`src/lsu_consts.svh`:
```
`ifndef LSU_CONSTS_SVH
`define LSU_CONSTS_SVH

// ************************************************************
// memory map
// ************************************************************

`define MEM_BASE    32'h8000_0000 // first byte of the on-chip memory.
`define MEM_BYTES   32'd4096
`define RESET_PC    `MEM_BASE     // fetch starts at the bottom of memory.

// ************************************************************
// bus response codes
// ************************************************************

`define RESP_OKAY   2'b00
`define RESP_SLVERR 2'b10 // address outside the memory.

`endif

```
`src/lsu_pkg.sv`:
```
package lsu_pkg;

    // ************************************************************
    // execute-stage request and writeback response
    // ************************************************************

    typedef enum logic [1:0] {
        mem_none  = 2'd0,
        mem_load  = 2'd1,
        mem_store = 2'd2
    } mem_kind_e;

    typedef enum logic [1:0] {
        width_byte = 2'd0,
        width_half = 2'd1,
        width_word = 2'd2
    } mem_width_e;

    typedef struct packed {
        mem_kind_e   kind;
        mem_width_e  width;
        logic        sext;  // sign-extend narrow loads.
        logic [4:0]  rd;
        logic [31:0] addr;
        logic [31:0] wdata;
    } lsu_req_t;

    typedef struct packed {
        logic [4:0]  rd;
        logic        is_load;
        logic        fault;
        logic [31:0] data;
    } lsu_resp_t;

    // ************************************************************
    // AXI4-Lite, split by driving side
    // ************************************************************

    typedef struct packed {
        logic        awvalid;
        logic [31:0] awaddr;
        logic        wvalid;
        logic [31:0] wdata;
        logic [3:0]  wstrb;
        logic        bready;
        logic        arvalid;
        logic [31:0] araddr;
        logic        rready;
    } axi_req_t;

    typedef struct packed {
        logic        awready;
        logic        wready;
        logic        bvalid;
        logic [1:0]  bresp;
        logic        arready;
        logic        rvalid;
        logic [31:0] rdata;
        logic [1:0]  rresp;
    } axi_rsp_t;

endpackage

```
`src/fetch_unit.sv`:
```
`timescale 1ns/1ps
`include "lsu_consts.svh"

module fetch_unit import lsu_pkg::*; (
    input  logic        clk,
    input  logic        rst,
    output logic        inst_valid,
    input  logic        inst_ready,
    output logic [31:0] inst,
    output logic [31:0] inst_pc,
    input  logic        redirect_valid,
    input  logic [31:0] redirect_pc,
    output axi_req_t    bus_req,
    input  axi_rsp_t    bus_rsp
);
    logic [31:0] pc_q;
    logic [31:0] araddr_q;
    logic [31:0] inst_q;
    logic        arvalid_q;
    logic        rready_q;
    logic        drop_q;
    logic        inst_valid_q;
    logic        in_flight;
    logic        go;
    logic        r_hs;

    assign in_flight = arvalid_q || rready_q;
    assign go        = !in_flight && !inst_valid_q; // one read at a time.
    assign r_hs      = rready_q && bus_rsp.rvalid;

    always_ff @(posedge clk or posedge rst) begin
        if (rst) begin
            pc_q         <= `RESET_PC;
            arvalid_q    <= 1'b0;
            rready_q     <= 1'b0;
            drop_q       <= 1'b0;
            inst_valid_q <= 1'b0;
        end else begin
            if (go) arvalid_q <= 1'b1;
            if (arvalid_q && bus_rsp.arready) begin
                arvalid_q <= 1'b0;
                rready_q  <= 1'b1;
            end
            if (r_hs) rready_q <= 1'b0;

            // a redirect lets the open read finish but discards its word.
            if (r_hs) drop_q <= 1'b0;
            else if (redirect_valid && in_flight) drop_q <= 1'b1;

            if (redirect_valid) inst_valid_q <= 1'b0;
            else if (r_hs && !drop_q) inst_valid_q <= 1'b1;
            else if (inst_valid_q && inst_ready) inst_valid_q <= 1'b0;

            if (redirect_valid) pc_q <= redirect_pc;
            else if (inst_valid_q && inst_ready) pc_q <= pc_q + 32'd4;
        end
    end

    always_ff @(posedge clk) begin
        if (go) araddr_q <= redirect_valid ? redirect_pc : pc_q;
        if (r_hs) inst_q <= bus_rsp.rdata;
    end

    assign inst_valid = inst_valid_q;
    assign inst       = inst_q;
    assign inst_pc    = araddr_q; // address of the held word.

    always_comb begin
        bus_req         = '0; // read-only master.
        bus_req.arvalid = arvalid_q;
        bus_req.araddr  = araddr_q;
        bus_req.rready  = rready_q;
    end

endmodule

```
`config.mk`:
```
export PLATFORM = sky130hd
export DESIGN_NAME = fetch_unit
export DESIGN_NICKNAME = d
export VERILOG_FILES = /design/src/lsu_pkg.sv /design/src/fetch_unit.sv
export VERILOG_INCLUDE_DIRS = /design/src
export SDC_FILE = /design/constraint.sdc
export NUM_CORES = 1
export LEC_CHECK = 0
export ABC_AREA = 1
export ABC_CLOCK_PERIOD_IN_PS = 3600
export BUFFER_PORTS_ARGS = -buffer_cell sky130_fd_sc_hd__buf_2
export CAP_MARGIN = 10
export CORE_ASPECT_RATIO = 2
export CORE_MARGIN = 10
export CORE_UTILIZATION = 35
export CTS_CLUSTER_SIZE = 20
export DETAILED_ROUTE_END_ITERATION = 10
export HOLD_SLACK_MARGIN = 0.05
export PLACE_DENSITY = 0.61
export SKIP_CTS_REPAIR_TIMING = 1
export SLEW_MARGIN = 10
export SYNTH_ARGS = -nofsm -noshare
export SYNTH_HDL_FRONTEND = slang
export SYNTH_SLANG_ARGS = --single-unit
export TNS_END_PERCENT = 1
```
`constraint.sdc`:
```
create_clock -name clk -period 3.6 [get_ports clk]
set_clock_uncertainty 0.2 [all_clocks]
set_input_delay 0.18 -clock clk [delete_from_list [all_inputs] [get_ports clk]]
set_output_delay 0.18 -clock clk [all_outputs]
set_load 0.01 [all_outputs]
```
==> impl_metrics.yaml <==
timing:
  slew_violations: 0
  hold_slack_ns: 0.0149
  max_slew_margin_pct: 23.7
  max_freq_mhz: 427
  tightest_slew_ns: 1.14
  setup_tns_ns: 0
  setup_viol_count_final: 0
  hold_viol: 0
  fin_crit_sh_pct: 65.1
  rsz0062_at_grt: "false"
  period_needed_ns: 2.34
clocking:
  cts_root_buffer: "clkbuf_16"
  clock_latency_ns: 0.34
  cts_buffers: 9
  h-tree-depth: 3
  path_clk_slew_ns: 0.07
  max-clock-path-buffers: 2
  clkSinkCount: 100
  cts_tree: "done"
placement:
  io_buffers: 168
  hpwl_mm: 12.5
  place.gp.congestion: 0.849
synthesis:
  synth-seq-area-share_pct: 51.9
  syn_area_per_cell_um2: 9.18
  synth.distinct_cells: 36
  ys_warn_count: 0
  synth_seq_cells: 100
  syn_area_um2: 5440
  synthCells: 593
finish:
  final_common_cell: "nand2_1"
  final_cell_mix: "nand2_1 (184), buf_2 (168), conb_1 (71), dlygate4sd3_1 (66), edfxtp_1 (64)"
  syn_to_final_growth_pct: 27.4
  drive_above_1_share_pct: 27.1
  diodes: 0
  final_nets: 875
  fill_cells: 1494
  final_util_pct: 45.3
critical_path:
  path_delay_family: "simple AND/OR/NAND/NOR gates"
  critPathMaxStageDelay_ns: 0.91
  end_kind: "flop"
  path_class: "input port to flop"
  worstPathCellList: "dlygate4sd3_1, buf_2, nand2_1, nor2_1, inv_1, o221ai_1"
  cp.arrival_ns: 2.39
  slowest_stage: "nor2_1"
  start_kind: "input port"
  crit_required_ns: 3.64
  worst-path-buf-inv: 3
  cp_max_fo: 14
detailed_routing:
  drt_iter0_drc: 241
  vias: 4387
  dr.pass1.iters: 4
  wire_per_inst_um: 16.3
  drc: 0
  routed_wl_mm: 16.3
  routed_via_density: 4.39
  ant_nets: 0
global_route:
  grt_pass1_wl_mm: 22.9
  grtUsageTotal_pct: 14.1
  gr-total-overflow: 0
  grt_pass1_vias: 4281
  antenna_found_initial: 0
  grt_max_degree: 37
floorplan:
  die_y_um: 196
  die_x_um: 108
  rows: 64
  io_pins: 247
  die_area_um2: 21200
  start_util_pct: 35.6
  core_um2: 15300
outcome:
  status: "complete, no violations"
power:
  p_per_area_nw_per_um2: 521
  peakVddDrop_v: 0.000264
  p_leak_nw: 3.33
  power_w: 0.00361
flow_run:
  maxCapViolations: 0
min_path:
  hp-class: "input port to flop"
[tightest hold or removal path: stages]
cell	delay (ns)
buf_2	0.08
nand2_1	0.08
nand2_1	0.07
nand2_1	0.05
o21ai_1	0.06
[metrics by stage]
step / setup slack, ns / area [um2] / std cells
6_report: 1.26 / 6930 / 1000
5_1_grt: 1.08 / 6930 / 1000
4_1_cts: 1.34 / 6270 / 934
3_5_place_dp: 1.34 / 6000 / 918
3_3_place_gp: 1.42 / 6000 / 918
2_1_floorplan: 0.197 / 5710 / 663
[routing by layer]
layer | part of all wire (%) | vias up | GRT usage (%)
li1 | - | 2151 | -
met3 | 9.4 | 27 | 4.31
met5 | 0 | - | 0
met1 | 32 | 2005 | 12.4
met4 | 2.8 | 0 | 6.32
met2 | 56 | 204 | 27.4
[area by class of cell]
class / count / area, um2 / share of cell area (%)
clock buffers: 10 / 229 / 3.30
clock inverters: 6 / 46.3 / 0.668
repair buffers: 241 / 1550 / 22.4
flip-flops and latches: 100 / 2820 / 40.7
inverters: 42 / 158 / 2.27
multi-input cells: 403 / 1880 / 27.0
well taps: 198 / 248 / 3.57
[where the power goes]
group | total, W | switching [W] | internal (W)
combinational | 0.00100 | 0.000638 | 0.000364
clock | 0.000907 | 0.000432 | 0.000475
sequential | 0.00170 | 0.000158 | 0.00154
total | 0.00361 | 0.00123 | 0.00238
[final timing paths]
kind | start | end | slack (ns) | cells past startpoint
worst max register to register | inst_valid$_DFFE_PP0P_ | pc_q[7]$_DFFE_PP0N_ | 1.30 | 4
max in group asynchronous | rst | pc_q[31]$_DFFE_PP1N_ | 2.51 | 4
min in group asynchronous | rst | pc_q[10]$_DFFE_PP0N_ | 0.32 | 4
worst max-delay path | inst_ready | pc_q[7]$_DFFE_PP0N_ | 1.26 | 6
worst min register to register | pc_q[1]$_DFFE_PP0P_ | pc_q[1]$_DFFE_PP0P_ | 0.27 | 2
worst min-delay path | redirect_pc[18] | pc_q[18]$_DFFE_PP0N_ | 0.01 | 5
[flip-flops by register name (all words and copies together) (netlist names)]
signal      flops
inst_pc        32
rready_q        1
inst_valid      1
drop_q          1
inst           32
arvalid_q       1
pc_q           32
[cells in the mapped netlist]
cell type | instances | share of area (%)
nand2_2 | 5 | 0.57
clkbuf_1 | 3 | 0.21
a21o_1 | 1 | 0.14
dfrtp_1 | 35 | 16
inv_1 | 39 | 2.7
conb_1 | 1 | 0.069
nor2_2 | 5 | 0.57
a22oi_1 | 1 | 0.14
nor3b_1 | 1 | 0.14
nand3_1 | 27 | 2.5
nor3_1 | 5 | 0.46
or2_0 | 1 | 0.11
ha_1 | 1 | 0.23
nand4_1 | 3 | 0.34
buf_2 | 8 | 0.74
o21ai_1 | 2 | 0.18
o311ai_0 | 2 | 0.32
nand3_2 | 1 | 0.18
nand2_4 | 1 | 0.21
o211ai_1 | 4 | 0.55
nand3_4 | 2 | 0.64
a21oi_1 | 3 | 0.28
inv_2 | 3 | 0.21
xnor2_1 | 3 | 0.48
nor2_8 | 3 | 1.1
nand2_1 | 184 | 13
nor2_1 | 32 | 2.2
edfxtp_1 | 64 | 35
o21bai_1 | 1 | 0.14
nor2_4 | 5 | 1.0
buf_4 | 107 | 15
dfstp_2 | 1 | 0.48
o21ai_0 | 28 | 2.6
nand3b_1 | 4 | 0.55
o221ai_1 | 2 | 0.32
xor2_1 | 5 | 0.80
[kinds of logic (layout without fill, tap and decap cells)]
kind of cell             Yosys count  in the layout  share of synthesized area (%)
adder cells (fa/ha/maj)            1              1                          0.230
XOR/XNOR                           8              8                           1.29
AND/OR/NAND/NOR                  279            279                           23.3
other                              1             71                         0.0689
flip-flops                       100            100                           51.9
AO/OA/AOI/OAI                     44             44                           4.64
buffers and inverters            160            299                           18.6
No activity file was read; power rests on OpenSTA's default activity.
