==> src/lsu_consts.svh <==
`ifndef LSU_CONSTS_SVH
`define LSU_CONSTS_SVH

// ************************************************************
// memory map
// ************************************************************

`define MEM_BASE    32'h8000_0000 // first byte of the on-chip memory.
`define MEM_BYTES   32'd4096
`define RESET_PC    `MEM_BASE     // fetch starts at the bottom of memory.

// ************************************************************
// bus response codes
// ************************************************************

`define RESP_OKAY   2'b00
`define RESP_SLVERR 2'b10 // address outside the memory.

`endif

==> src/lsu_pkg.sv <==
package lsu_pkg;

    // ************************************************************
    // execute-stage request and writeback response
    // ************************************************************

    typedef enum logic [1:0] {
        mem_none  = 2'd0,
        mem_load  = 2'd1,
        mem_store = 2'd2
    } mem_kind_e;

    typedef enum logic [1:0] {
        width_byte = 2'd0,
        width_half = 2'd1,
        width_word = 2'd2
    } mem_width_e;

    typedef struct packed {
        mem_kind_e   kind;
        mem_width_e  width;
        logic        sext;  // sign-extend narrow loads.
        logic [4:0]  rd;
        logic [31:0] addr;
        logic [31:0] wdata;
    } lsu_req_t;

    typedef struct packed {
        logic [4:0]  rd;
        logic        is_load;
        logic        fault;
        logic [31:0] data;
    } lsu_resp_t;

    // ************************************************************
    // AXI4-Lite, split by driving side
    // ************************************************************

    typedef struct packed {
        logic        awvalid;
        logic [31:0] awaddr;
        logic        wvalid;
        logic [31:0] wdata;
        logic [3:0]  wstrb;
        logic        bready;
        logic        arvalid;
        logic [31:0] araddr;
        logic        rready;
    } axi_req_t;

    typedef struct packed {
        logic        awready;
        logic        wready;
        logic        bvalid;
        logic [1:0]  bresp;
        logic        arready;
        logic        rvalid;
        logic [31:0] rdata;
        logic [1:0]  rresp;
    } axi_rsp_t;

endpackage

==> src/bus_arbiter.sv <==
`timescale 1ns/1ps

module bus_arbiter import lsu_pkg::*; (
    input  logic     clk,
    input  logic     rst,
    input  axi_req_t m0_req,
    output axi_rsp_t m0_rsp,
    input  axi_req_t m1_req,
    output axi_rsp_t m1_rsp,
    output axi_req_t s_req,
    input  axi_rsp_t s_rsp
);
    logic busy_q;
    logic grant_q;
    logic last_q;
    logic want0;
    logic want1;
    logic sel;
    logic active;
    logic done;

    // ************************************************************
    // grant selection
    // ************************************************************

    assign want0 = m0_req.arvalid || m0_req.awvalid;
    assign want1 = m1_req.arvalid || m1_req.awvalid;

    always_comb begin
        if (busy_q) begin
            sel = grant_q;
        end else if (want0 && want1) begin
            sel = ~last_q; // round-robin between the peers.
        end else begin
            sel = want1;
        end
    end

    assign active = busy_q || want0 || want1;

    // ************************************************************
    // routing
    // ************************************************************

    always_comb begin
        s_req  = '0;
        m0_rsp = '0;
        m1_rsp = '0;
        if (active) begin
            if (sel) begin
                s_req  = m1_req;
                m1_rsp = s_rsp;
            end else begin
                s_req  = m0_req;
                m0_rsp = s_rsp;
            end
        end
    end

    // transaction ends on the response handshake of the granted master.
    assign done = (s_req.rready && s_rsp.rvalid) || (s_req.bready && s_rsp.bvalid);

    always_ff @(posedge clk or posedge rst) begin
        if (rst) begin
            busy_q  <= 1'b0;
            grant_q <= 1'b0;
            last_q  <= 1'b1; // fetch wins the first tie.
        end else begin
            if (!busy_q) begin
                if (want0 || want1) begin
                    busy_q  <= 1'b1;
                    grant_q <= sel;
                end
            end else if (done) begin
                busy_q <= 1'b0;
                last_q <= grant_q;
            end
        end
    end

endmodule

==> config.mk <==
export PLATFORM = sky130hd
export DESIGN_NAME = bus_arbiter
export DESIGN_NICKNAME = d
export VERILOG_FILES = /design/src/lsu_consts.svh /design/src/lsu_pkg.sv /design/src/bus_arbiter.sv
export SDC_FILE = /design/constraint.sdc
export NUM_CORES = 1
export LEC_CHECK = 0
export ABC_AREA = 1
export BUFFER_PORTS_ARGS = -buffer_cell sky130_fd_sc_hd__buf_2
export CORE_AREA = 5 5 168 170
export CTS_CLUSTER_SIZE = 12
export DETAILED_ROUTE_END_ITERATION = 10
export DIE_AREA = 0 0 173 175
export PLACE_DENSITY = 0.38
export SLEW_MARGIN = 30
export SYNTH_ARGS = -nofsm -noshare
export SYNTH_HDL_FRONTEND = slang
export SYNTH_SLANG_ARGS = --single-unit
==> constraint.sdc <==
create_clock -name clk -period 1.8 [get_ports clk]
set_clock_uncertainty 0.1 [all_clocks]
set_input_delay 0.36 -clock clk [delete_from_list [all_inputs] [get_ports clk]]
set_output_delay 0.36 -clock clk [all_outputs]
set_load 0.005 [all_outputs]
==> qor.csv, run 1 <==
stage,metric,value,unit
global_routing,grt-ovfl-total,0,
place,dpl.hpwl,15800,um
synth,synth.distinct_cells,24,
timing,rsz0062_at_grt,true,
routing,drt_iter0_markers,191,
finish,layout-drive-gt1-share,0.632,
routing,viasPerCell,3.76,
place,gp_congestion,0.882,
floorplanning,ios,440,
cts,cts_tree,built,
routing,ant_nets,0,
power_and_ir_drop,pwr-share-seq,0.013,
synth,yosys.area_share.adder,0,
synth,postSynthCellCount,515,
global_routing,grt_first_pass_wirelength,27400,um
critical_path,r2r_cells,11,
critical_path,cp-end-kind,primary output,
synth,netlist_area,2300,um^2
synth,syn_nets,768,
floorplanning,num_rows,60,
cts,cts_sinks,3,
synth,synthArstFlopShare,1.00,
power_and_ir_drop,ir_worst_vdd,577,uV
timing,slew_violations,0,
timing,tightest_slew,0.256,ns
cts,clk_pin_slew,0.03,ns
finish,n_antenna_cell,0,
critical_path,startpoint_type,register,
global_routing,first_global_vias,4916,
power_and_ir_drop,p_total,10000,uW
synth,yosys.area.top_type,nor2_1,
synth,ys_seq_area_frac,0.0331,
timing,fin_ws,-0.379,ns
power_and_ir_drop,cellLeakagePower,0.00348,uW
cts,worstSkewPairLatency,0.22,ns
critical_path,crit_path_max_incr_delay,0.53,ns
global_routing,antenna_found_initial,2,
synth,ys_ff_latch,3,
timing,max_slew_margin,0.830,
timing,finalSetupViolations,187,
synth,synthMuxAreaShare,0,
synth,yosys.area_share.simple,0.552,
synth,synth_xor_area_frac,0,
critical_path,crit_buf_inv,4,
critical_path,worstPathRequired,1.34,ns
synth,yosysWarnings,0,
timing,min_period,2.18,ns
timing,finalCritPeriodShare,1.21,
critical_path,cp_slowest_cell,dfstp_2,
finish,num-fill-cells,3050,
run_status,violations,negative setup slack,
timing,timing.hold.ws,0.378,ns
routing,wl_per_cell,14.2,um
min_path,min_path_type,reg2reg,
finish,fin_nets,1244,
critical_path,crit_type,reg2out,
routing,drc,0,
critical_path,cp_max_fo,12,
synth,synth_edf_count,0,
job,cap_violations,0,
floorplanning,die_w,173,um
critical_path,path_depth,8,
synth,synth_top_area_frac,0.399,
power_and_ir_drop,switchingPower,4770,uW
floorplanning,fp.coreArea,26600,um^2
min_path,holdPathStages,2,
synth,synth-compound-area-share,0.224,
power_and_ir_drop,combPwrFrac,0.952,
power_and_ir_drop,swShare,0.476,
routing,vias,5006,
finish,syn2layout_area_growth,171,%
cts,htree_levels,1,
timing,hold_viol,0,
critical_path,arrival,1.72,ns
global_routing,grtUsageTotal,0.110,
cts,cts_inserted_buffers,3,
routing,first_pass_iters,4,
timing,max_freq,459,MHz
power_and_ir_drop,intPower,5250,uW
power_and_ir_drop,p_clk_frac,0.035,
run_status,status,finished with violations,
floorplanning,initial_core_util,0.0867,
cts,clockBufferDepth,2,
synth,synth_area_leaders,"nor2_1, o21ai_0, nor3_1, inv_1, buf_2",
floorplanning,die_h,175,um
critical_path,crit_path_cell_trace,"o21ai_2, nand2_2, nand2_4, buf_12, buf_6, nor3_2, buf_4, buf_2",
synth,synth_top_family_by_area,simple AND/OR/NAND/NOR gates,
power_and_ir_drop,p_per_area,1610,nW/um^2
global_routing,grt_max_degree,54,
routing,wirelength,18900,um
synth,synthFlopType,dfrtp_1,
critical_path,crit_family,buffers and inverters,
synth,postSynthAreaPerCell,4.47,um^2
place,place.port_buffers,439,
cts,cts-root-buf,clkbuf_16,
floorplanning,dieArea,30300,um^2
-- cells in the mapped netlist, types with 2 or more instances --
cell type / count
nor2_1: 245
o21ai_0: 94
inv_1: 48
nor3_1: 41
buf_2: 32
nand2_1: 14
o21ai_1: 8
clkbuf_2: 5
buf_6: 4
clkbuf_1: 4
nand2_2: 3
nand3_1: 3
and3_1: 2
dfrtp_1: 2
-- metal layers --
layer | vias to the layer above | GRT usage | routed length [um]
met2 | 235 | 0.204 | 9640
met5 | - | 0 | 27
met4 | 4 | 0.0176 | 279
li1 | 2563 | - | -
met1 | 2186 | 0.132 | 7520
met3 | 18 | 0.0260 | 1410
-- repair_timing --
action | in CTS | in global routing
pin swaps | 16 | 33
cloned | 4 | 1
setup buffers | 11 | 1
endpoints found under the setup margin | 186 | 189
resized for setup | 117 | 85
hold endpoints to repair | 2 | 0
hold buffers | 1 | 0
-- sequential cells by signal, indices dropped and copies added (netlist names) --
name     cells
last_q       1
busy_q       1
grant_q      1
-- power by group through the flow --
stage | clock network (uW) | registers [uW] | logic [uW]
floorplan | 0 | 131 | 3370
global placement | 0 | 135 | 7810
detailed placement | 0 | 131 | 7690
CTS | 358 | 133 | 9140
global route | 362 | 142 | 10400
finish | 351 | 135 | 9540
-- through the flow --
step | worst slack (ns) | utilization | instances | setup TNS (ns) | instance area (um^2)
CTS | -0.400 | 0.222 | 1330 | -57.44 | 5910
finish | -0.379 | 0.235 | 1331 | -53.33 | 6230
global placement | -0.387 | 0.201 | 1311 | -43.08 | 5350
detailed placement | -0.356 | 0.201 | 1311 | -43.07 | 5350
global route | -0.470 | 0.235 | 1331 | -70.26 | 6230
floorplan | 0.104 | - | 515 | 0 | 2300
-- area by class of cell --
cell class / instances / area, um^2 / area share
flip-flops and latches: 3 / 76.3 / 0.0122
clock buffers: 4 / 78.8 / 0.0126
multi-input cells: 416 / 2210 / 0.355
well taps: 341 / 427 / 0.0684
inverters: 50 / 196 / 0.0315
repair buffers: 517 / 3240 / 0.520
-- worst register-to-register path, stage by stage (launching register included) --
cell and delay [ns]:
dfrtp_1 0.40, nor2_2 0.13, nand2_2 0.08, nand2_4 0.13, buf_12 0.23, nand2_1 0.12
buf_4 0.14, nand4_1 0.08, nand2_2 0.08, nand2_1 0.06, nand2_1 0.04, nand2_1 0.05
-- kinds of logic after synthesis --
logic type      count (synthesis)
compound gates                103
buf+inv                        96
flops                           3
simple gates                  313
-- cells in the final DEF, fill, tap and decap left out, drive strengths merged --
cell type / n
buf: 515
nor2: 246
o21ai: 102
inv: 49
nor3: 41
nand2: 18
clkbuf: 5
nand3: 3
and3: 2
dfrtp: 2
nand4: 2
or2: 1
clkinv: 1
a21oi: 1
dlygate4sd3: 1
dfstp: 1
-- final timing paths --
kind | slack, ns | startpoint | end
min in group asynchronous | 0.45 | rst | grant_q
min | 0.38 | last_q | last_q
min reg2reg | 0.38 | last_q | last_q
max in group asynchronous | 0.94 | rst | last_q
max | -0.38 | last_q | m0_rsp[26]
max reg2reg | 0.11 | busy_q | last_q
No activity file was read; power rests on OpenSTA's default activity.
==> run 2: changes to the inputs <==
Settings changed: ABC_AREA 1 to default, CORE_AREA 5 5 168 170 to 5 5 170 172, DIE_AREA 0 0 173 175 to 0 0 175 177, HOLD_SLACK_MARGIN from default to 0.03, PLACE_DENSITY 0.38 to 0.4.
==> run 2 against run 1 <==
- the run still ends with negative setup slack left
- global-route usage down 0.95 points
- register-to-register slack better by 0.10 ns
- synthesized cell count down 11%
- setup slack worse by 0.12 ns
- area after synthesis up 31%
- first-iteration DRC count down 25%
- clock power about the same
==> qor.csv, run 2 <==
stage,metric,value,unit,change
run_status,status,finished with violations,,unchanged
run_status,violations,negative setup slack,,unchanged
place,place.port_buffers,439,,unchanged
global_routing,grt_max_degree,52,,was 54
synth,synth.most_common_cell,inv_1,,was nor2_1
power_and_ir_drop,pwr-share-seq,0.016,,was 0.013
place,place_ws,-0.466,ns,was -0.356 ns
cts,cts_sinks,3,,unchanged
synth,synthArstFlopShare,1.00,,unchanged
power_and_ir_drop,p_clk_frac,0.037,,was 0.035
global_routing,grtUsageTotal,0.101,,was 0.110
synth,ys_seq_area_frac,0.0252,,was 0.0331
critical_path,reg2reg_slack,0.21,ns,was 0.11 ns
cts,clk_pin_slew,0.03,ns,about the same
routing,route.met3.wl,1450,um,was 1410 um
finish,reg_top3,"busy_q (1), grant_q (1), last_q (1)",,unchanged
routing,top_layer,met4,,was met5
floorplanning,dieArea,31000,um^2,was 30300 um^2
timing,finalCritPeriodShare,1.28,,was 1.21
critical_path,crit_type,reg2out,,unchanged
synth,synthFlopType,dfrtp_1,,unchanged
critical_path,cp-end-kind,primary output,,unchanged
synth,synth_area_leaders,"mux2i_1, inv_1, o21ai_1, and3_1, nor2b_1",,"was nor2_1, o21ai_0, nor3_1, inv_1, buf_2"
power_and_ir_drop,ir_worst_vdd,661,uV,was 577 uV
global_routing,grt_first_pass_wirelength,25300,um,was 27400 um
synth,postSynthAreaPerCell,6.59,um^2,was 4.47 um^2
finish,layout.cells.most_common_list,"buf_2, inv_1, mux2i_1",,"was buf_2, nor2_1, o21ai_0"
critical_path,r2r_cells,5,,was 11
cts,worstSkewPairLatency,0.22,ns,about the same
place,dpl.hpwl,14800,um,was 15800 um
routing,wirelength,19100,um,was 18900 um
finish,num-fill-cells,3097,,was 3050
timing,slew_violations,0,,unchanged
critical_path,crit_path_max_incr_delay,0.49,ns,was 0.53 ns
timing,max_slew_margin,0.743,,was 0.830
critical_path,rr_startpoint,busy_q,,unchanged
synth,synth_common_cells,"inv_1, mux2i_1, o21ai_1",,"was nor2_1, o21ai_0, inv_1"
cts,clockBufferDepth,2,,unchanged
critical_path,worstPathRequired,1.34,ns,about the same
power_and_ir_drop,cellLeakagePower,0.00413,uW,was 0.00348 uW
finish,final-instance-count-excl-fill,1275,,was 1331
power_and_ir_drop,switchingPower,4060,uW,was 4770 uW
finish,syn2layout_area_growth,118,%,was 171%
timing,finalSetupViolations,187,,unchanged
critical_path,cp_slowest_cell,dfrtp_4,,was dfstp_2
cts,cts_tree,built,,unchanged
floorplanning,num_rows,61,,was 60
timing,fin_ws,-0.497,ns,was -0.379 ns
synth,synth_edf_count,0,,unchanged
critical_path,crit_start,busy_q,,was last_q
routing,wl_met2,9970,um,was 9640 um
critical_path,crit_buf_inv,4,,unchanged
critical_path,r2r-end,last_q,,unchanged
synth,netlist_area,3020,um^2,was 2300 um^2
floorplanning,ios,440,,unchanged
routing,viasPerCell,3.80,,was 3.76
power_and_ir_drop,p_per_area,1450,nW/um^2,was 1610 nW/um^2
routing,vias,4843,,was 5006
floorplanning,die_w,175,um,was 173 um
power_and_ir_drop,swShare,0.425,,was 0.476
power_and_ir_drop,intPower,5490,uW,was 5250 uW
synth,ys_ff_latch,3,,unchanged
critical_path,crit_path_cell_trace,"o21ba_4, a21boi_4, buf_6, clkbuf_16, buf_4, and3_1, buf_2",,"was o21ai_2, nand2_2, nand2_4, buf_12, buf_6, nor3_2, buf_4, buf_2"
job,cap_violations,0,,unchanged
routing,drc,0,,unchanged
timing,rsz0062_at_grt,true,,unchanged
timing,hold_viol,0,,unchanged
synth,synth.distinct_cells,28,,was 24
finish,layout-drive-gt1-share,0.594,,was 0.632
floorplanning,fp.coreArea,27300,um^2,was 26600 um^2
synth,syn_nets,712,,was 768
place,gp_congestion,0.849,,was 0.882
synth,yosysWarnings,0,,unchanged
cts,cts-root-buf,clkbuf_16,,unchanged
global_routing,first_global_vias,4607,,was 4916
synth,postSynthCellCount,459,,was 515
timing,min_period,2.30,ns,was 2.18 ns
critical_path,arrival,1.84,ns,was 1.72 ns
timing,max_freq,435,MHz,was 459 MHz
critical_path,startpoint_type,register,,unchanged
finish,final_common_cell,buf_2,,unchanged
routing,ant_nets,0,,unchanged
synth,synth_top_area_frac,0.341,,was 0.399
floorplanning,die_h,177,um,was 175 um
cts,cts_inserted_buffers,3,,unchanged
floorplanning,initial_core_util,0.111,,was 0.0867
min_path,min_path_type,in2async,,was reg2reg
power_and_ir_drop,combPwrFrac,0.947,,was 0.952
routing,wl_met1,7450,um,was 7520 um
routing,wl_per_cell,15.0,um,was 14.2 um
critical_path,cp_max_fo,12,,unchanged
critical_path,crit_family,buffers and inverters,,unchanged
global_routing,antenna_found_initial,0,,was 2
synth,yosys.area.top_type,mux2i_1,,was nor2_1
timing,tightest_slew,0.386,ns,was 0.256 ns
routing,drt_iter0_markers,144,,was 191
cts,htree_levels,1,,unchanged
finish,fin_nets,1182,,was 1244
routing,first_pass_iters,6,,was 4
global_routing,grt-ovfl-total,0,,unchanged
place,place_inst,1246,,was 1311
## run 2: worst register-to-register path, delay by kind of cell (launching register included)
kind / cells / cell delay [ns]
buf+inv: 3 / 0.59
flops: 1 / 0.43
simple gates: 1 / 0.20
compound gates: 1 / 0.19
## run 2: logic make-up after synthesis
kind of cell	count (synthesis)	share of synthesized area
flops	3	0.0252
mux	105	0.348
compound gates	110	0.195
buf+inv	152	0.245
simple gates	89	0.186
## run 2: per-stage QoR
stage	cell area [um^2]	total power (uW)	hold slack [ns]	utilization	setup TNS [ns]
final	6600	9550	0.462	0.242	-80.44
after global routing	6600	10300	0.478	0.242	-96.43
after CTS	6230	8740	0.469	0.228	-81.38
after detailed placement	5820	7320	0.142	0.213	-70.75
after global placement	5820	7400	0.143	0.213	-70.51
after floorplan	3060	3900	0.0129	-	-14.70
## run 2: layout make-up
type                            instances  area [um^2]  area share
Tap cell                              346          433      0.0656
Timing Repair Buffer                  510         3210       0.487
Inverter                              105          398      0.0603
Clock buffer                            4         78.8      0.0119
Multi-Input combinational cell        306         2400       0.363
Antenna cell                            1         2.50    0.000379
Sequential cell                         3         80.1      0.0121
## run 2: power groups by stage
| stage | sequential [uW] | combinational, uW | clock [uW] |
|---|---|---|---|
| floorplan | 134 | 3770 | 0 |
| CTS | 147 | 8240 | 361 |
| finish | 148 | 9050 | 354 |
| global placement | 145 | 7260 | 0 |
| global route | 156 | 9760 | 368 |
| detailed placement | 143 | 7180 | 0 |
## run 2: how the worst max path moves through the flow
stage	cells past startpoint	end	slack, ns
detailed placement	5	m0_rsp[1]	-0.47
finish	7	m0_rsp[18]	-0.50
global route	7	s_req[76]	-0.60
CTS	7	s_req[27]	-0.51
global placement	5	m0_rsp[37]	-0.46
floorplan	6	s_req[100]	-0.13
## run 2: repair_timing
item | 4_1_cts | 5_1_grt
hold buffers | 1 | 0
gates cloned | 3 | 8
pin swaps | 2 | 3
resized for setup | 52 | 33
endpoints found under the hold margin | 2 | 0
endpoints found under the setup margin | 187 | 188
buffers inserted | 5 | 8
## run 2: routing by layer
metal	global-route usage	vias to the layer above
li1	-	2449
met1	0.116	2132
met2	0.193	248
met3	0.0226	14
met4	0.0157	0
met5	0	-
==> run 3: changes to the inputs <==
Settings changed: PLACE_DENSITY 0.4 to 0.43, SKIP_LAST_GASP from default to 1.
==> run 3 against run 2 <==
- the flow still finishes with violations (negative setup slack)
- clock power barely moved
- worst hold slack got worse by 0.011 ns
- register-to-register slack got worse by 0.02 ns
- sequential power rose by 3%
- combinational power fell by 2.3%
- routed wire length rose by 10%
- critical path depth did not move
- design area rose by 4.9%
- utilization rose by 1.2 points
- count of clock-buffer cells in the layout did not move
- critical endpoint is now s_req[65]
==> qor.csv, run 3 (same netlist as run 2, synthesis figures left out) <==
stage,metric,value,unit,change
run_status,status,finished with violations,,unchanged
run_status,violations,negative setup slack,,unchanged
cts,cts-root-buf,clkbuf_16,,unchanged
floorplanning,die_w,175,um,unchanged
power_and_ir_drop,swShare,0.444,,was 0.425
critical_path,r2r-end,busy_q,,was last_q
routing,first_pass_iters,4,,was 6
power_and_ir_drop,p_per_area,1350,nW/um^2,was 1450 nW/um^2
routing,viasPerCell,3.89,,was 3.80
finish,fin_nets,1201,,was 1182
timing,finalCritPeriodShare,1.30,,was 1.28
critical_path,arrival,1.88,ns,was 1.84 ns
power_and_ir_drop,intPower,5190,uW,was 5490 uW
cts,cts_inserted_buffers,3,,unchanged
cts,clockBufferDepth,2,,unchanged
critical_path,cp_max_fo,13,,was 12
routing,ant_nets,0,,unchanged
critical_path,rr_startpoint,busy_q,,unchanged
global_routing,antenna_found_initial,1,,was 0
timing,min_period,2.34,ns,was 2.30 ns
global_routing,first_global_vias,4871,,was 4607
routing,vias,5036,,was 4843
critical_path,crit_start,busy_q,,unchanged
cts,clk_pin_slew,0.03,ns,about the same
critical_path,worstPathRequired,1.34,ns,about the same
finish,final_common_cell,buf_2,,unchanged
critical_path,cp-endpoint,s_req[65],,was m0_rsp[18]
place,dpl.hpwl,15100,um,was 14800 um
timing,fin_ws,-0.543,ns,was -0.497 ns
critical_path,cp-end-kind,primary output,,unchanged
place,place.port_buffers,439,,unchanged
timing,rsz0062_at_grt,true,,unchanged
power_and_ir_drop,combPwrFrac,0.946,,was 0.947
critical_path,r2r_cells,7,,was 5
place,place_ws,-0.460,ns,was -0.466 ns
timing,hold_viol,0,,unchanged
timing,max_freq,427,MHz,was 435 MHz
timing,tns,-81.50,ns,was -80.44 ns
job,cap_violations,0,,unchanged
floorplanning,num_rows,61,,unchanged
cts,cts_tree,built,,unchanged
critical_path,crit_type,reg2out,,unchanged
power_and_ir_drop,pwr-share-seq,0.016,,about the same
global_routing,grt-ovfl-total,0,,unchanged
cts,htree_levels,1,,unchanged
finish,syn2layout_area_growth,129,%,was 118%
timing,slew_violations,0,,unchanged
floorplanning,initial_core_util,0.111,,unchanged
cts,cts_sinks,3,,unchanged
floorplanning,fp.coreArea,27300,um^2,unchanged
place,place_inst,1250,,was 1246
finish,layout-drive-gt1-share,0.641,,was 0.594
global_routing,grtUsageTotal,0.113,,was 0.101
global_routing,grt_first_pass_wirelength,27900,um,was 25300 um
power_and_ir_drop,ir_worst_vdd,609,uV,was 661 uV
timing,finalSetupViolations,188,,was 187
floorplanning,dieArea,31000,um^2,unchanged
critical_path,startpoint_type,register,,unchanged
routing,drc,0,,unchanged
routing,drt_iter0_markers,127,,was 144
timing,tightest_slew,0.285,ns,was 0.386 ns
finish,layout.cells.most_common_list,"buf_2, inv_1, mux2i_1",,unchanged
power_and_ir_drop,cellLeakagePower,0.00428,uW,was 0.00413 uW
routing,wirelength,21100,um,was 19100 um
power_and_ir_drop,switchingPower,4150,uW,was 4060 uW
finish,reg_top3,"busy_q (1), grant_q (1), last_q (1)",,unchanged
cts,worstSkewPairLatency,0.22,ns,about the same
finish,num-fill-cells,3065,,was 3097
routing,wl_per_cell,16.3,um,was 15.0 um
floorplanning,ios,440,,unchanged
min_path,min_path_type,in2reg,,was in2async
critical_path,reg2reg_slack,0.19,ns,was 0.21 ns
timing,max_slew_margin,0.810,,was 0.743
finish,final-instance-count-excl-fill,1294,,was 1275
global_routing,grt_max_degree,55,,was 52
power_and_ir_drop,p_clk_frac,0.038,,was 0.037
floorplanning,die_h,177,um,unchanged
place,gp_congestion,0.839,,was 0.849
==> run 3: cell types whose count changed in the layout (fill, tap and decap cells not counted), moves of 4 or more <==
cell,delta
o21ai_0,-8
mux2i_2,+6
buf_12,+6
buf_4,+20
buf_6,-10
nand2b_4,+4
o21ai_2,+24
buf_8,-6
mux2i_1,-6
o21ai_1,-17
==> run 3: how the worst min path moves through the flow <==
stage                  end  cells past startpoint  startpoint  slack [ns]
floorplan           busy_q                      1         rst        0.01
global placement    busy_q                      2         rst        0.14
detailed placement  busy_q                      2         rst        0.15
CTS                 busy_q                      4   m1_req[0]        0.45
global route        busy_q                      4   m1_req[0]        0.48
finish              busy_q                      4   m1_req[0]        0.45
==> run 3: critical path, stage by stage, from the launching register on <==
cell and delay (ns):
dfrtp_4 0.43, o21ba_4 0.18, a21boi_4 0.18, buf_6 0.15
buf_12 0.16, buf_12 0.14, mux2i_2 0.24, buf_2 0.16
==> run 3: per-layer routing <==
metal | track usage | vias to the layer above | wire length, um
li1 | - | 2504 | -
met1 | 0.137 | 2268 | 8040
met2 | 0.215 | 249 | 11100
met3 | 0.0199 | 13 | 1670
met4 | 0.0157 | 2 | 199
met5 | 0 | - | 7
==> run 3: through the flow <==
step | area, um^2 | util | total power [uW] | hold slack, ns
6_report | 6930 | 0.254 | 9340 | 0.451
5_1_grt | 6920 | 0.253 | 10000 | 0.484
4_1_cts | 6360 | 0.233 | 8740 | 0.452
3_5_place_dp | 5870 | 0.215 | 7450 | 0.146
3_3_place_gp | 5870 | 0.215 | 7510 | 0.144
2_1_floorplan | 3060 | - | 3900 | 0.0129
==> run 3: final cells by class <==
type / instances / area (um^2) / area share
timing repair buffer: 524 / 3330 / 0.481
multi-input combinational: 311 / 2610 / 0.376
tap: 346 / 433 / 0.0625
inverter: 105 / 398 / 0.0574
sequential: 3 / 80.1 / 0.0116
clock buffer: 4 / 78.8 / 0.0114
antenna: 1 / 2.50 / 0.000361
==> run 3: power by group through the flow <==
stage | registers, uW | logic (uW) | clock network (uW)
2_1_floorplan | 134 | 3770 | 0
3_3_place_gp | 143 | 7360 | 0
3_5_place_dp | 143 | 7300 | 0
4_1_cts | 146 | 8240 | 362
5_1_grt | 154 | 9520 | 371
6_report | 152 | 8840 | 353
==> run 3: timing repair <==
item	4_1_cts	5_1_grt
hold endpoints to repair	2	0
gates resized for setup	29	91
buffers inserted	8	11
pin swaps	2	9
hold buffers	1	0
setup endpoints to repair	187	187
cloned	10	10
