$ cat src/lsu_consts.svh
`ifndef LSU_CONSTS_SVH
`define LSU_CONSTS_SVH

// ************************************************************
// memory map
// ************************************************************

`define MEM_BASE    32'h8000_0000 // first byte of the on-chip memory.
`define MEM_BYTES   32'd4096
`define RESET_PC    `MEM_BASE     // fetch starts at the bottom of memory.

// ************************************************************
// bus response codes
// ************************************************************

`define RESP_OKAY   2'b00
`define RESP_SLVERR 2'b10 // address outside the memory.

`endif

$ cat src/lsu_pkg.sv
package lsu_pkg;

    // ************************************************************
    // execute-stage request and writeback response
    // ************************************************************

    typedef enum logic [1:0] {
        mem_none  = 2'd0,
        mem_load  = 2'd1,
        mem_store = 2'd2
    } mem_kind_e;

    typedef enum logic [1:0] {
        width_byte = 2'd0,
        width_half = 2'd1,
        width_word = 2'd2
    } mem_width_e;

    typedef struct packed {
        mem_kind_e   kind;
        mem_width_e  width;
        logic        sext;  // sign-extend narrow loads.
        logic [4:0]  rd;
        logic [31:0] addr;
        logic [31:0] wdata;
    } lsu_req_t;

    typedef struct packed {
        logic [4:0]  rd;
        logic        is_load;
        logic        fault;
        logic [31:0] data;
    } lsu_resp_t;

    // ************************************************************
    // AXI4-Lite, split by driving side
    // ************************************************************

    typedef struct packed {
        logic        awvalid;
        logic [31:0] awaddr;
        logic        wvalid;
        logic [31:0] wdata;
        logic [3:0]  wstrb;
        logic        bready;
        logic        arvalid;
        logic [31:0] araddr;
        logic        rready;
    } axi_req_t;

    typedef struct packed {
        logic        awready;
        logic        wready;
        logic        bvalid;
        logic [1:0]  bresp;
        logic        arready;
        logic        rvalid;
        logic [31:0] rdata;
        logic [1:0]  rresp;
    } axi_rsp_t;

endpackage

$ cat src/load_store_unit.sv
`timescale 1ns/1ps
`include "lsu_consts.svh"

module load_store_unit import lsu_pkg::*; (
    input  logic      clk,
    input  logic      rst,
    input  logic      req_valid,
    output logic      req_ready,
    input  lsu_req_t  req,
    output logic      resp_valid,
    input  logic      resp_ready,
    output lsu_resp_t resp,
    output axi_req_t  bus_req,
    input  axi_rsp_t  bus_rsp
);
    typedef enum logic [1:0] {
        st_idle = 2'd0,
        st_busy = 2'd1,
        st_done = 2'd2
    } state_e;

    state_e      state_q;
    logic        live_q;
    lsu_req_t    req_q;
    lsu_resp_t   resp_q;
    logic        awvalid_q;
    logic        wvalid_q;
    logic        bready_q;
    logic        arvalid_q;
    logic        rready_q;
    logic [31:0] wdata_q;
    logic [3:0]  wstrb_q;
    logic [4:0]  st_shift;
    logic [4:0]  ld_shift;
    logic [31:0] wdata_al;
    logic [3:0]  wstrb_al;
    logic [31:0] rlane;
    logic [31:0] rdata_fmt;
    logic        accept;
    logic        r_done;
    logic        b_done;

    assign req_ready  = live_q && (state_q == st_idle);
    assign accept     = req_valid && req_ready;
    assign r_done     = rready_q && bus_rsp.rvalid;
    assign b_done     = bready_q && bus_rsp.bvalid;
    assign resp_valid = (state_q == st_done);
    assign resp       = resp_q;

    // ************************************************************
    // store lane alignment and load formatting
    // ************************************************************

    assign st_shift = {req.addr[1:0], 3'b000};
    assign wdata_al = req.wdata << st_shift;

    always_comb begin
        case (req.width)
            width_byte: wstrb_al = 4'b0001 << req.addr[1:0];
            width_half: wstrb_al = 4'b0011 << req.addr[1:0];
            default:    wstrb_al = 4'b1111;
        endcase
    end

    assign ld_shift = {req_q.addr[1:0], 3'b000};
    assign rlane    = bus_rsp.rdata >> ld_shift; // addressed lane down to bit 0.

    always_comb begin
        case (req_q.width)
            width_byte: rdata_fmt = req_q.sext ? {{24{rlane[7]}}, rlane[7:0]}
                                               : {24'b0, rlane[7:0]};
            width_half: rdata_fmt = req_q.sext ? {{16{rlane[15]}}, rlane[15:0]}
                                               : {16'b0, rlane[15:0]};
            default:    rdata_fmt = rlane;
        endcase
    end

    // ************************************************************
    // control
    // ************************************************************

    always_ff @(posedge clk or posedge rst) begin
        if (rst) begin
            state_q   <= st_idle;
            live_q    <= 1'b0;
            awvalid_q <= 1'b0;
            wvalid_q  <= 1'b0;
            bready_q  <= 1'b0;
            arvalid_q <= 1'b0;
            rready_q  <= 1'b0;
        end else begin
            live_q <= 1'b1;
            case (state_q)
                st_idle: begin
                    if (accept) begin
                        case (req.kind)
                            mem_load: begin
                                arvalid_q <= 1'b1;
                                rready_q  <= 1'b1;
                                state_q   <= st_busy;
                            end
                            mem_store: begin
                                awvalid_q <= 1'b1;
                                wvalid_q  <= 1'b1;
                                bready_q  <= 1'b1;
                                state_q   <= st_busy;
                            end
                            default: state_q <= st_done; // pass-through needs no bus traffic.
                        endcase
                    end
                end
                st_busy: begin
                    if (arvalid_q && bus_rsp.arready) arvalid_q <= 1'b0;
                    if (awvalid_q && bus_rsp.awready) awvalid_q <= 1'b0;
                    if (wvalid_q && bus_rsp.wready) wvalid_q <= 1'b0;
                    if (r_done) rready_q <= 1'b0;
                    if (b_done) bready_q <= 1'b0;
                    if (r_done || b_done) state_q <= st_done;
                end
                st_done: begin
                    if (resp_ready) state_q <= st_idle;
                end
                default: state_q <= st_idle;
            endcase
        end
    end

    always_ff @(posedge clk) begin
        if (accept) begin
            req_q   <= req;
            wdata_q <= wdata_al;
            wstrb_q <= wstrb_al;
            resp_q  <= '{rd: req.rd, is_load: 1'b0, fault: 1'b0, data: req.addr};
        end
        if (r_done) begin
            resp_q <= '{rd: req_q.rd, is_load: 1'b1,
                        fault: (bus_rsp.rresp != `RESP_OKAY), data: rdata_fmt};
        end
        if (b_done) begin
            resp_q <= '{rd: req_q.rd, is_load: 1'b0,
                        fault: (bus_rsp.bresp != `RESP_OKAY), data: 32'b0};
        end
    end

    always_comb begin
        bus_req.awvalid = awvalid_q;
        bus_req.awaddr  = req_q.addr;
        bus_req.wvalid  = wvalid_q;
        bus_req.wdata   = wdata_q;
        bus_req.wstrb   = wstrb_q;
        bus_req.bready  = bready_q;
        bus_req.arvalid = arvalid_q;
        bus_req.araddr  = req_q.addr;
        bus_req.rready  = rready_q;
    end

endmodule

$ cat config.mk
export PLATFORM = sky130hd
export DESIGN_NAME = load_store_unit
export DESIGN_NICKNAME = d
export VERILOG_FILES = /design/src/lsu_pkg.sv /design/src/load_store_unit.sv
export VERILOG_INCLUDE_DIRS = /design/src
export SDC_FILE = /design/constraint.sdc
export NUM_CORES = 1
export LEC_CHECK = 0
export BUFFER_PORTS_ARGS = -buffer_cell sky130_fd_sc_hd__buf_4
export CORE_MARGIN = 2
export CORE_UTILIZATION = 39
export CTS_CLUSTER_DIAMETER = 40
export DETAILED_ROUTE_END_ITERATION = 7
export HOLD_SLACK_MARGIN = 0.1
export PLACE_DENSITY = 0.74
export SLEW_MARGIN = 20
export SYNTH_ARGS = -nofsm -noshare
export SYNTH_HDL_FRONTEND = slang
export SYNTH_SLANG_ARGS = --single-unit
$ cat constraint.sdc
create_clock -name clk -period 1.9 [get_ports clk]
set_input_delay 0.19 -clock clk [delete_from_list [all_inputs] [get_ports clk]]
set_output_delay 0.19 -clock clk [all_outputs]
set_load 0.005 [all_outputs]
==> results of run 1 <==
-- per-stage QoR --
stage / util [%] / hold WS [ns]
floorplan: - / 0.00566
global placement: 51.6 / 0.158
detailed placement: 51.6 / 0.159
CTS: 58.5 / 0.101
global route: 58.6 / 0.111
finish: 58.6 / 0.119
-- power by group --
group | internal (mW) | switching, mW | total (mW)
Sequential | 2.86 | 0.000495 | 2.86
Clock | 1.98 | 1.15 | 3.13
Combinational | 0.292 | 0.198 | 0.490
-- flip-flops by register name, summed over array words and instances (netlist names) --
name,count
req_q,8
wvalid_q,1
bready_q,1
live_q,1
bus_req,32
wstrb_q,4
wdata_q,32
arvalid_q,1
rready_q,1
awvalid_q,1
state_q,2
resp,39
-- synthesized netlist by cell type (2+ instances only) --
master / number
dfxtp_1: 33
o21ai_0: 20
and2b_1: 2
edfxtp_1: 82
dfrtp_1: 8
and2_1: 10
a21oi_1: 40
o22a_1: 6
nand2b_1: 10
a211o_1: 7
buf_4: 71
ha_1: 2
nor3_1: 2
o22ai_1: 7
nand3_1: 9
mux2i_1: 40
a311oi_1: 9
or2_2: 2
nor2b_1: 16
buf_2: 7
o311a_1: 8
inv_1: 5
clkbuf_1: 18
buf_1: 4
nor2_1: 36
nand2_1: 53
mux2_2: 13
buf_6: 5
a211oi_1: 16
-- worst register-to-register path, stage by stage, from the launching register on --
cell      delay [ns]
edfxtp_1        0.48
buf_4           0.34
and2b_1         0.23
a211o_1         0.26
a21oi_1         0.26
a311oi_1        0.10
-- area by class of cell --
type / instances / area share, %
well taps: 211 / 2.95
clock buffers: 23 / 5.24
clock inverters: 9 / 1.09
repair buffers: 336 / 30.0
inverters: 5 / 0.238
flip-flops and latches: 123 / 37.2
multi-input cells: 321 / 23.3
-- repair_timing --
action / in CTS / in global routing
endpoints found under the setup margin: 0 / 14
hold buffers: 49 / 0
endpoints found under the hold margin: 85 / 0
gates resized for setup: 0 / 3
-- cell families (layout without fill, tap and decap cells) --
logic type                 after synthesis  in the layout  share of synthesized area (%)
other                                    1              1                         0.0613
buffers and inverters                  110            373                           11.9
and+or+nand+nor                        147            147                           11.4
adders and majority gates                2              2                          0.409
DFF                                    123            123                           54.3
AOI/OAI and AO/OA                      117            117                           12.5
muxes                                   54             54                           9.37
-- final timing paths --
path	start	to	slack, ns	cells past startpoint
max	bus_req[2]	resp[1]	0.1	5
min	bus_rsp[36]	resp[32]	0.12	3
max reg2reg	bus_req[2]	resp[1]	0.1	5
min reg2reg	resp[15]	resp[15]	0.50	2
max in group asynchronous	rst	state_q[0]	1.39	3
min in group asynchronous	rst	wvalid_q	0.28	3
-- per-layer routing --
| layer | routed length, µm | vias to the layer above | share of wire (%) |
|---|---|---|---|
| li1 | - | 2425 | - |
| met1 | 7150 | 2470 | 38 |
| met2 | 9320 | 272 | 50 |
| met3 | 1700 | 36 | 9.1 |
| met4 | 411 | 0 | 2.2 |
| met5 | 0 | - | 0 |
==> results by group, run 1 <==
Route
  • Vias: 5,203
  • Drt initial violations: a little over 300
  • DRC: 0
  • Vias/cell: 5.06
  • Routed WL: 18,600 µm
  • First-pass DRT Iterations: 4
  • ANT nets after route: 0
  • Average wire per standard cell: 18.1 µm

Placement
  • Dpl cells: 947
  • PortBufs: 264
  • Post-DP HPWL: ~14,000 µm
  • Area after DPL: 7870 µm²
  • RePlAce Congestion: 0.864
  • Setup slack at placement: 0.0582 ns

Timing
  • Worst slew pin tran: around 0.72 ns
  • Worst-case clock skew: 0.00997 ns
  • Sum Neg Setup Slack: 0 ns
  • Final worst slack: 0.0981 ns
  • Final setup violation count: 0
  • Min Clock Period, post-route: 1.80 ns
  • Tcrit/Tclk final: approximately 95%
  • RSZ-0062 raised after global routing: no
  • Final Max Tran Viols: 0
  • Fmax: between 500 and 600 MHz
  • Slew HR: between 50% and 60%
  • Hold Violations, Final: 0

Pwr
  • Max VDD drop: 0.540 mV
  • Leakage power: 3.87 nW
  • Cell Pwr Density: 725 nW/µm²
  • Total Power: ~6.5 mW

Critical path
  • Crit Path Class: flip-flop to flip-flop
  • CP max-delay cell: edfxtp_1
  • Cell family contributing the most delay on the critical path: compound AO/OA/AOI/OAI gates
  • Worst path cell trace: buf_4 > and2b_1 > a211o_1 > a21oi_1 > a311oi_1
  • CP Data Arrival Time: 2.09 ns
  • Critical Path Sink Type: flip-flop
  • Data required time of the worst path: 2.18 ns
  • Startpoint Class: flip-flop
  • Crit Path Max Fanout: 24
  • WP buf/inv: 1
  • Largest stage delay, worst path: 0.48 ns

Logic synthesis
  • Number of flops mapped to enable cells by yosys: 82
  • Post-synth top flop: edfxtp_1
  • Synth Net Count: 675
  • FF+latch count, synth: ~120
  • Synth warn: 0
  • Ranking of synthesized cells by area: edfxtp_1 (40%), dfxtp_1 (11%), buf_4 (8.7%), mux2i_1 (6.5%), a21oi_1 (3.3%)
  • Area leader, netlist: edfxtp_1
  • Synth cell types: 42
  • Mapped cell area: 6120 µm²
  • Post-Syn Instances: 554
  • FFs w/ async S/R, synth: 6.50%
  • Share of the synthesized area in the top cell type: 40.3%
  • Seq/Total Area, Yosys: 54.3%
  • Syn Area/Cell: 11.0 µm²

Global route
  • Wire length of the first global-routing pass: approximately 27,000 µm
  • Grt met2 use: 37.9%
  • Grt total ovfl: 0
  • Vias in the first global route: 5,248
  • Initial antenna violation count: 0
  • GRT Util Overall: 21.7%
  • Met3 usage: 8.05%
  • Grt met1 use: between 20% and 30%
  • Largest net degree at the start of global routing: 44
  • Busiest layer in global routing: met2

Run
  • # Max-Cap Violations: 0

Floorplan
  • Core area: 15,300 µm²
  • Chip width: approximately 130 µm
  • Top-level I/O count: 265
  • Die area: 16,700 µm²
  • Cell Rows: 45
  • Die Ht: approximately 130 µm
  • Initial Utilization: approximately two fifths

Final layout
  • Multi-input logic area: 2080 µm²
  • Commonest non-fill, non-tap cells in the layout: buf_4 (284), edfxtp_1 (82), nand2_1 (53)
  • Storage element area: 3320 µm²
  • Cell area after layout: 8940 µm²
  • Layout filler cell count: 1,239
  • Nets: 925
  • Final cell count without fillers: 1,028
  • Commonest non-fill, non-tap cell in the layout: buf_4
  • Layout cells sized above 1: 40.8%
  • Area grow syn2layout: 46.1%
  • ANT cells: 0

Clocking
  • Clk buf depth: 2
  • H-tree Lvls: 4
  • Setup Fix Bufs, Post-CTS: 0
  • Clk_lat worst skew: 0.42 ns
  • Root Driver: clkbuf_16
  • TritonCTS buffer count: 17
  • Clock slew at reported path FFs: 0.06 ns
  • CTS tree: yes
  • CTS Sinks: 123

Run status
  • Status: finished clean

Worst hold path
  • HP Class: input pin to flip-flop
(Power assumes the default switching activity.)
==> run 2: changes to the inputs <==
- ABC_AREA: default -> 1
- CAP_MARGIN: default -> 20
==> run 2 against run 1 <==
- register-to-register slack improved by 0.14 ns
- non-clock buffer count fell by 13
- synthesized area rose by 4.4%
- via count rose by 10%
- sequential cell count did not move
- synthesized cell count rose by 29%
- power rose by 5.7%
- critical path type unchanged
- largest cell class unchanged
- largest power group unchanged
- highest routed layer unchanged
==> results by group, run 2 <==
Run status
  • Status: finished clean

Critical path
  • Cell family contributing the most delay on the critical path: simple AND/OR/NAND/NOR gates
  • CP max-delay cell: edfxtp_1
  • Worst path cell trace: inv_6 > nand2_1 > nand3_2 > nand3_4 > nand3_1 > nand2_1 > nand2_1
  • Reg-to-Reg End: resp[10]
  • CP Data Arrival Time: 2.02 ns
  • Reg-to-Reg Start: bus_req[1]
  • Flop2flop setup slack: 0.24 ns
  • Startpoint Class: flip-flop
  • Crit Path Max Fanout: 32
  • R2R cell count: 7
  • Data required time of the worst path: 2.26 ns
  • WP buf/inv: 1
  • Critical Path Sink Type: flip-flop
  • Largest stage delay, worst path: 0.52 ns
  • Most used cell, CP: nand2_1
  • Crit Path Class: flip-flop to flip-flop
  • Path length in cells of the critical path: 7

Logic synthesis
  • Synth cell types: 36
  • Seq/Total Area, Yosys: 52.0%
  • Syn Area/Cell: 8.91 µm²
  • Mapped cell area: approximately 6400 µm²
  • Ranking of synthesized cells by area: edfxtp_1 (39%), dfxtp_1 (10%), nand2_1 (10%), buf_4 (8.1%), nand3_1 (6.1%)
  • Post-synth top flop: edfxtp_1
  • Most common cell in the netlist: nand2_1
  • Area leader, netlist: edfxtp_1
  • Number of flops mapped to enable cells by yosys: 82
  • Post-synth top cells: nand2_1 (176), nor2_1 (93), edfxtp_1 (82), nand3_1 (78), buf_4 (69)
  • Synth Net Count: 838
  • Post-Syn Instances: roughly 700
  • Synth warn: 0
  • FF+latch count, synth: 123
  • FFs w/ async S/R, synth: 6.50%
  • Share of the synthesized area in the top cell type: 38.6%

Clocking
  • H-tree Lvls: 4
  • Clk buf depth: 2
  • Clock slew at reported path FFs: 0.06 ns
  • Root Driver: clkbuf_16
  • Clk_lat worst skew: 0.42 ns
  • TritonCTS buffer count: 17
  • Setup Fix Bufs, Post-CTS: 0
  • CTS Sinks: 123
  • CTS tree: yes

Final layout
  • Area grow syn2layout: 42.6%
  • Cell area after layout: 9110 µm²
  • Layout cells sized above 1: 36.5%
  • Max reg flops: 39
  • ANT cells: 0
  • Commonest non-fill, non-tap cells in the layout: buf_4 (273), nand2_1 (176), nor2_1 (93)
  • Commonest non-fill, non-tap cell in the layout: buf_4
  • Nets: 1,080
  • Layout filler cell count: 1,432

Timing
  • Final worst slack: 0.238 ns
  • Hold Violations, Final: 0
  • Final Max Tran Viols: 0
  • Min Clock Period, post-route: between 1.5 and 2 ns
  • Tcrit/Tclk final: slightly below 90%
  • Final setup violation count: 0
  • RSZ-0062 raised after global routing: no
  • Fmax: 602 MHz
  • Worst-case clock skew: 0.00645 ns

Worst hold path
  • HP Start: bus_rsp[37]
  • HP Class: input pin to flip-flop
  • Hold depth: 3
  • Worst hold endpoint: resp[32]

Placement
  • Area after DPL: 7990 µm²
  • PortBufs: 264
  • RePlAce Congestion: 0.928
  • Setup slack at placement: 0.237 ns
  • Post-DP HPWL: 14,000 µm

Floorplan
  • Die area: 17,400 µm²
  • Cell Rows: 46
  • Die Ht: between 100 and 150 µm
  • Chip width: 132 µm
  • Initial Utilization: approximately two fifths
  • Top-level I/O count: 265
  • Core area: 15,900 µm²

Route
  • First-pass DRT Iterations: 6
  • DRC: 0
  • ANT nets after route: 0
  • Average wire per standard cell: 16.3 µm
  • Drt initial violations: 439
  • Routed WL: 19,400 µm
  • Vias: 5,742
  • Vias/cell: a little under 5

Pwr
  • Max VDD drop: 0.564 mV
  • Leakage power: ~4.2 nW
  • Cell Pwr Density: around 750 nW/µm²

Global route
  • Wire length of the first global-routing pass: roughly 30,000 µm
  • Grt total ovfl: 0
  • Vias in the first global route: around 5,700
  • Initial antenna violation count: 0
  • Largest net degree at the start of global routing: 55
  • GRT Util Overall: 22.1%

Run
  • # Max-Cap Violations: 0
==> run 2: kinds of logic (layout without fill, tap and decap cells) <==
logic type	Yosys count	count (layout)	share of synthesized area, %
AND/OR/NAND/NOR	390	390	27.2
buffers and inverters	143	398	14.6
flip-flops	123	123	52.0
AO/OA/AOI/OAI	53	53	4.82
multiplexers	5	5	0.881
adder cells (fa/ha/maj)	2	2	0.392
other	1	1	0.0587
==> run 2: area by class of cell <==
cell class / instances / area [µm²] / area share, %
sequential: 123 / 3320 / 36.5
timing repair buffer: 323 / 2570 / 28.2
multi-input combinational: 451 / 2140 / 23.5
clock buffer: 20 / 437 / 4.79
tap: 216 / 270 / 2.97
clock inverter: 12 / 196 / 2.16
inverter: 43 / 173 / 1.90
==> run 2: layer usage <==
layer / routed length [µm] / vias up / track usage (%)
met4: 435 / 0 / 8.39
li1: - / 2775 / -
met1: 7550 / 2653 / 25.5
met5: 0 / - / 0
met2: 9640 / 282 / 38.3
met3: 1730 / 32 / 6.88
==> run 2: power breakdown <==
group / internal, mW / switching, mW
logic: 0.282 / 0.216
registers: 2.86 / 0.00114
clock network: 2.32 / 1.18
==> run 2: tightest hold or removal path: stages <==
cell	delay, ns
buf_4	0.08
nor3_1	0.04
a21oi_1	0.11
==> run 2: metrics by stage <==
step	setup TNS, ns	hold WS (ns)	util, %	instances	total power [mW]
6_report	0	0.112	57.1	1188	6.85
5_1_grt	0	0.104	57.1	1188	7.05
4_1_cts	0	0.100	57.1	1188	6.90
3_5_place_dp	0	0.171	50.1	1108	3.33
3_3_place_gp	0	0.167	50.1	1108	3.32
2_1_floorplan	-12.99	0.00566	-	717	3.07
==> run 2: worst max path at each step <==
stage | from | end | slack, ns
detailed placement | state_q[0] | resp[29] | 0.24
CTS | state_q[0] | resp[11] | 0.21
finish | bus_req[1] | resp[10] | 0.24
global route | state_q[0] | resp[28] | 0.1
floorplan | state_q[0] | bus_req[10] | -0.17
global placement | state_q[0] | resp[19] | 0.29
==> run 2: what timing repair did <==
| item | 4_1_cts | 5_1_grt |
|---|---|---|
| endpoints found under the hold margin | 65 | 0 |
| gates resized for setup | 0 | 0 |
| hold buffers | 48 | 0 |
==> run 3: changes to the inputs <==
- clock period: 1.9 -> 1.4 ns (I/O delays scaled with it)
==> run 3 against run 2 <==
- critical endpoint is now req_q[69]
- via count rose by 9.4%
- combinational power increased by 54%
- fmax grew 10%
- worst setup slack worse by 0.35 ns
- global-route usage is 1.7 points higher
- clock skew grew 0.0023 ns
- critical path depth down 1
- hold slack got worse by 0.0082 ns
- largest cell class unchanged
- clock power is 21% higher
- sequential cell count stayed put
- the flow now finishes with violations (negative setup slack)
- power grew 30%
- largest power group unchanged
- sequential share of layout area down 4.2 points
==> results by group, run 3 (same netlist as run 2, synthesis figures left out) <==
Route
  • First-pass DRT Iterations: 5
  • Vias: 6,280
  • Vias/cell: roughly 5.0
  • DRC: 0
  • Average wire per standard cell: 17.8 µm
  • Routed WL: 22,400 µm
  • Drt initial violations: roughly 480
  • ANT nets after route: 0

Critical path
  • Critical Path Sink Type: flip-flop
  • Largest stage delay, worst path: 0.41 ns
  • CP max-delay cell: dfrtp_1
  • WP buf/inv: 4
  • Data required time of the worst path: 1.53 ns
  • Startpoint Class: flip-flop
  • Cell family contributing the most delay on the critical path: buffers and inverters
  • Flop2flop setup slack: -0.11 ns
  • Crit Path Class: flip-flop to flip-flop
  • Worst path cell trace: nor2_4 > buf_6 > nand3_4 > clkinvlp_4 > buf_8 > clkbuf_16
  • CP Data Arrival Time: roughly 1.6 ns
  • Crit Path Max Fanout: 7

Timing
  • Final worst slack: -0.110 ns
  • Min Clock Period, post-route: 1.51 ns
  • RSZ-0062 raised after global routing: yes
  • Final setup violation count: 111
  • Final Max Tran Viols: 0
  • Hold Violations, Final: 0
  • Fmax: 662 MHz
  • Sum Neg Setup Slack: -7.73 ns
  • Worst-case clock skew: roughly 0.009 ns
  • Tcrit/Tclk final: 108%

Clocking
  • CTS tree: yes
  • Clk_lat worst skew: 0.42 ns
  • H-tree Lvls: 4
  • Root Driver: clkbuf_16
  • CTS Sinks: approximately 120
  • Clock slew at reported path FFs: 0.06 ns
  • Clk buf depth: 2
  • TritonCTS buffer count: 17

Floorplan
  • Die Ht: 132 µm
  • Die area: 17,400 µm²
  • Core area: around 16,000 µm²
  • Chip width: 132 µm
  • Cell Rows: 46
  • Top-level I/O count: roughly 270
  • Initial Utilization: 40.1%

Global route
  • Initial antenna violation count: 0
  • GRT Util Overall: 23.8%
  • Wire length of the first global-routing pass: 32,400 µm
  • Grt total ovfl: 0
  • Vias in the first global route: between 6,000 and 7,000
  • Largest net degree at the start of global routing: 36

Final layout
  • Layout cells sized above 1: ~45%
  • Nets: 1,146
  • Commonest non-fill, non-tap cells in the layout: buf_4 (282), nand2_1 (165), edfxtp_1 (82)
  • Max reg flops: 39
  • Commonest non-fill, non-tap cell in the layout: buf_4
  • Cell area after layout: 10,300 µm²
  • Core Util, Final: 64.5%
  • Area grow syn2layout: 61.1%
  • ANT cells: 0

Placement
  • Post-DP HPWL: 14,400 µm
  • Setup slack at placement: -0.0582 ns
  • PortBufs: between 200 and 300
  • Area after DPL: 8210 µm²
  • RePlAce Congestion: roughly 0.94

Run status
  • Status: finished, violations left
  • Violated checks: negative setup slack

Pwr
  • Max VDD drop: 0.778 mV
  • Leakage power: 4.58 nW
  • Total Power: 8.88 mW
  • Cell Pwr Density: ~860 nW/µm²

Run
  • # Max-Cap Violations: 0

Worst hold path
  • HP Class: input pin to flip-flop
-- run 3: cell types whose count changed in the layout (fill, tap and decap cells not counted), sizes merged, moves of 3 or more --
cell         before  now
buf             275  310
dlygate4sd3      48   66
bufinv            5    2
clkbuf           20   23
clkinvlp          2    5
nand2           190  193
nand3            84   87
-- run 3: routing by layer --
layer	vias to the layer above	track usage (%)	part of all wire, %
met1	2952	27.1	37
met5	-	0	0
li1	2934	-	-
met2	346	41.7	51
met4	0	9.90	3.0
met3	48	6.81	8.6
-- run 3: report_power, final --
group | switching (mW) | internal [mW] | leakage, nW
Combinational | 0.340 | 0.429 | 3.23
Clock | 1.64 | 2.59 | 0.259
Sequential | 0.00144 | 3.88 | 1.09
Total | 1.98 | 6.90 | 4.58
-- run 3: worst paths after layout --
check / startpoint / to / cells after the start
max reg2reg: state_q[1] / req_q[69] / 6
max: state_q[1] / req_q[69] / 6
min in group asynchronous: rst / wvalid_q / 3
min reg2reg: resp[14] / resp[14] / 2
min: req[21] / wdata_q[29] / 3
max in group asynchronous: rst / state_q[0] / 3
-- run 3: tightest hold or removal path, cell delays in order --
cell and delay (ns):
buf_4 0.08, o22ai_1 0.07, a21oi_1 0.11
-- run 3: repair_timing --
| action | CTS | global route |
|---|---|---|
| buffers inserted | 3 | 9 |
| pin swaps | 6 | 14 |
| gates resized for setup | 14 | 115 |
| endpoints found under the setup margin | 36 | 131 |
| hold buffers | 70 | 0 |
| hold endpoints to repair | 111 | 0 |
| cloned | 4 | 12 |
-- run 3: per-stage QoR --
step	cells	hold slack, ns
final	1254	0.104
after CTS	1237	0.102
after global routing	1254	0.101
after detailed placement	1128	0.124
after floorplan	717	-0.0443
after global placement	1128	0.115
-- run 3: cell type report --
cell class,instances,area (µm²)
timing repair inverter,2,22.5
multi-input combinational,458,2630
fill,1281,5650
tap,216,270
inverter,43,188
sequential,123,3320
timing repair buffer,380,3300
clock buffer,19,433
clock inverter,13,128
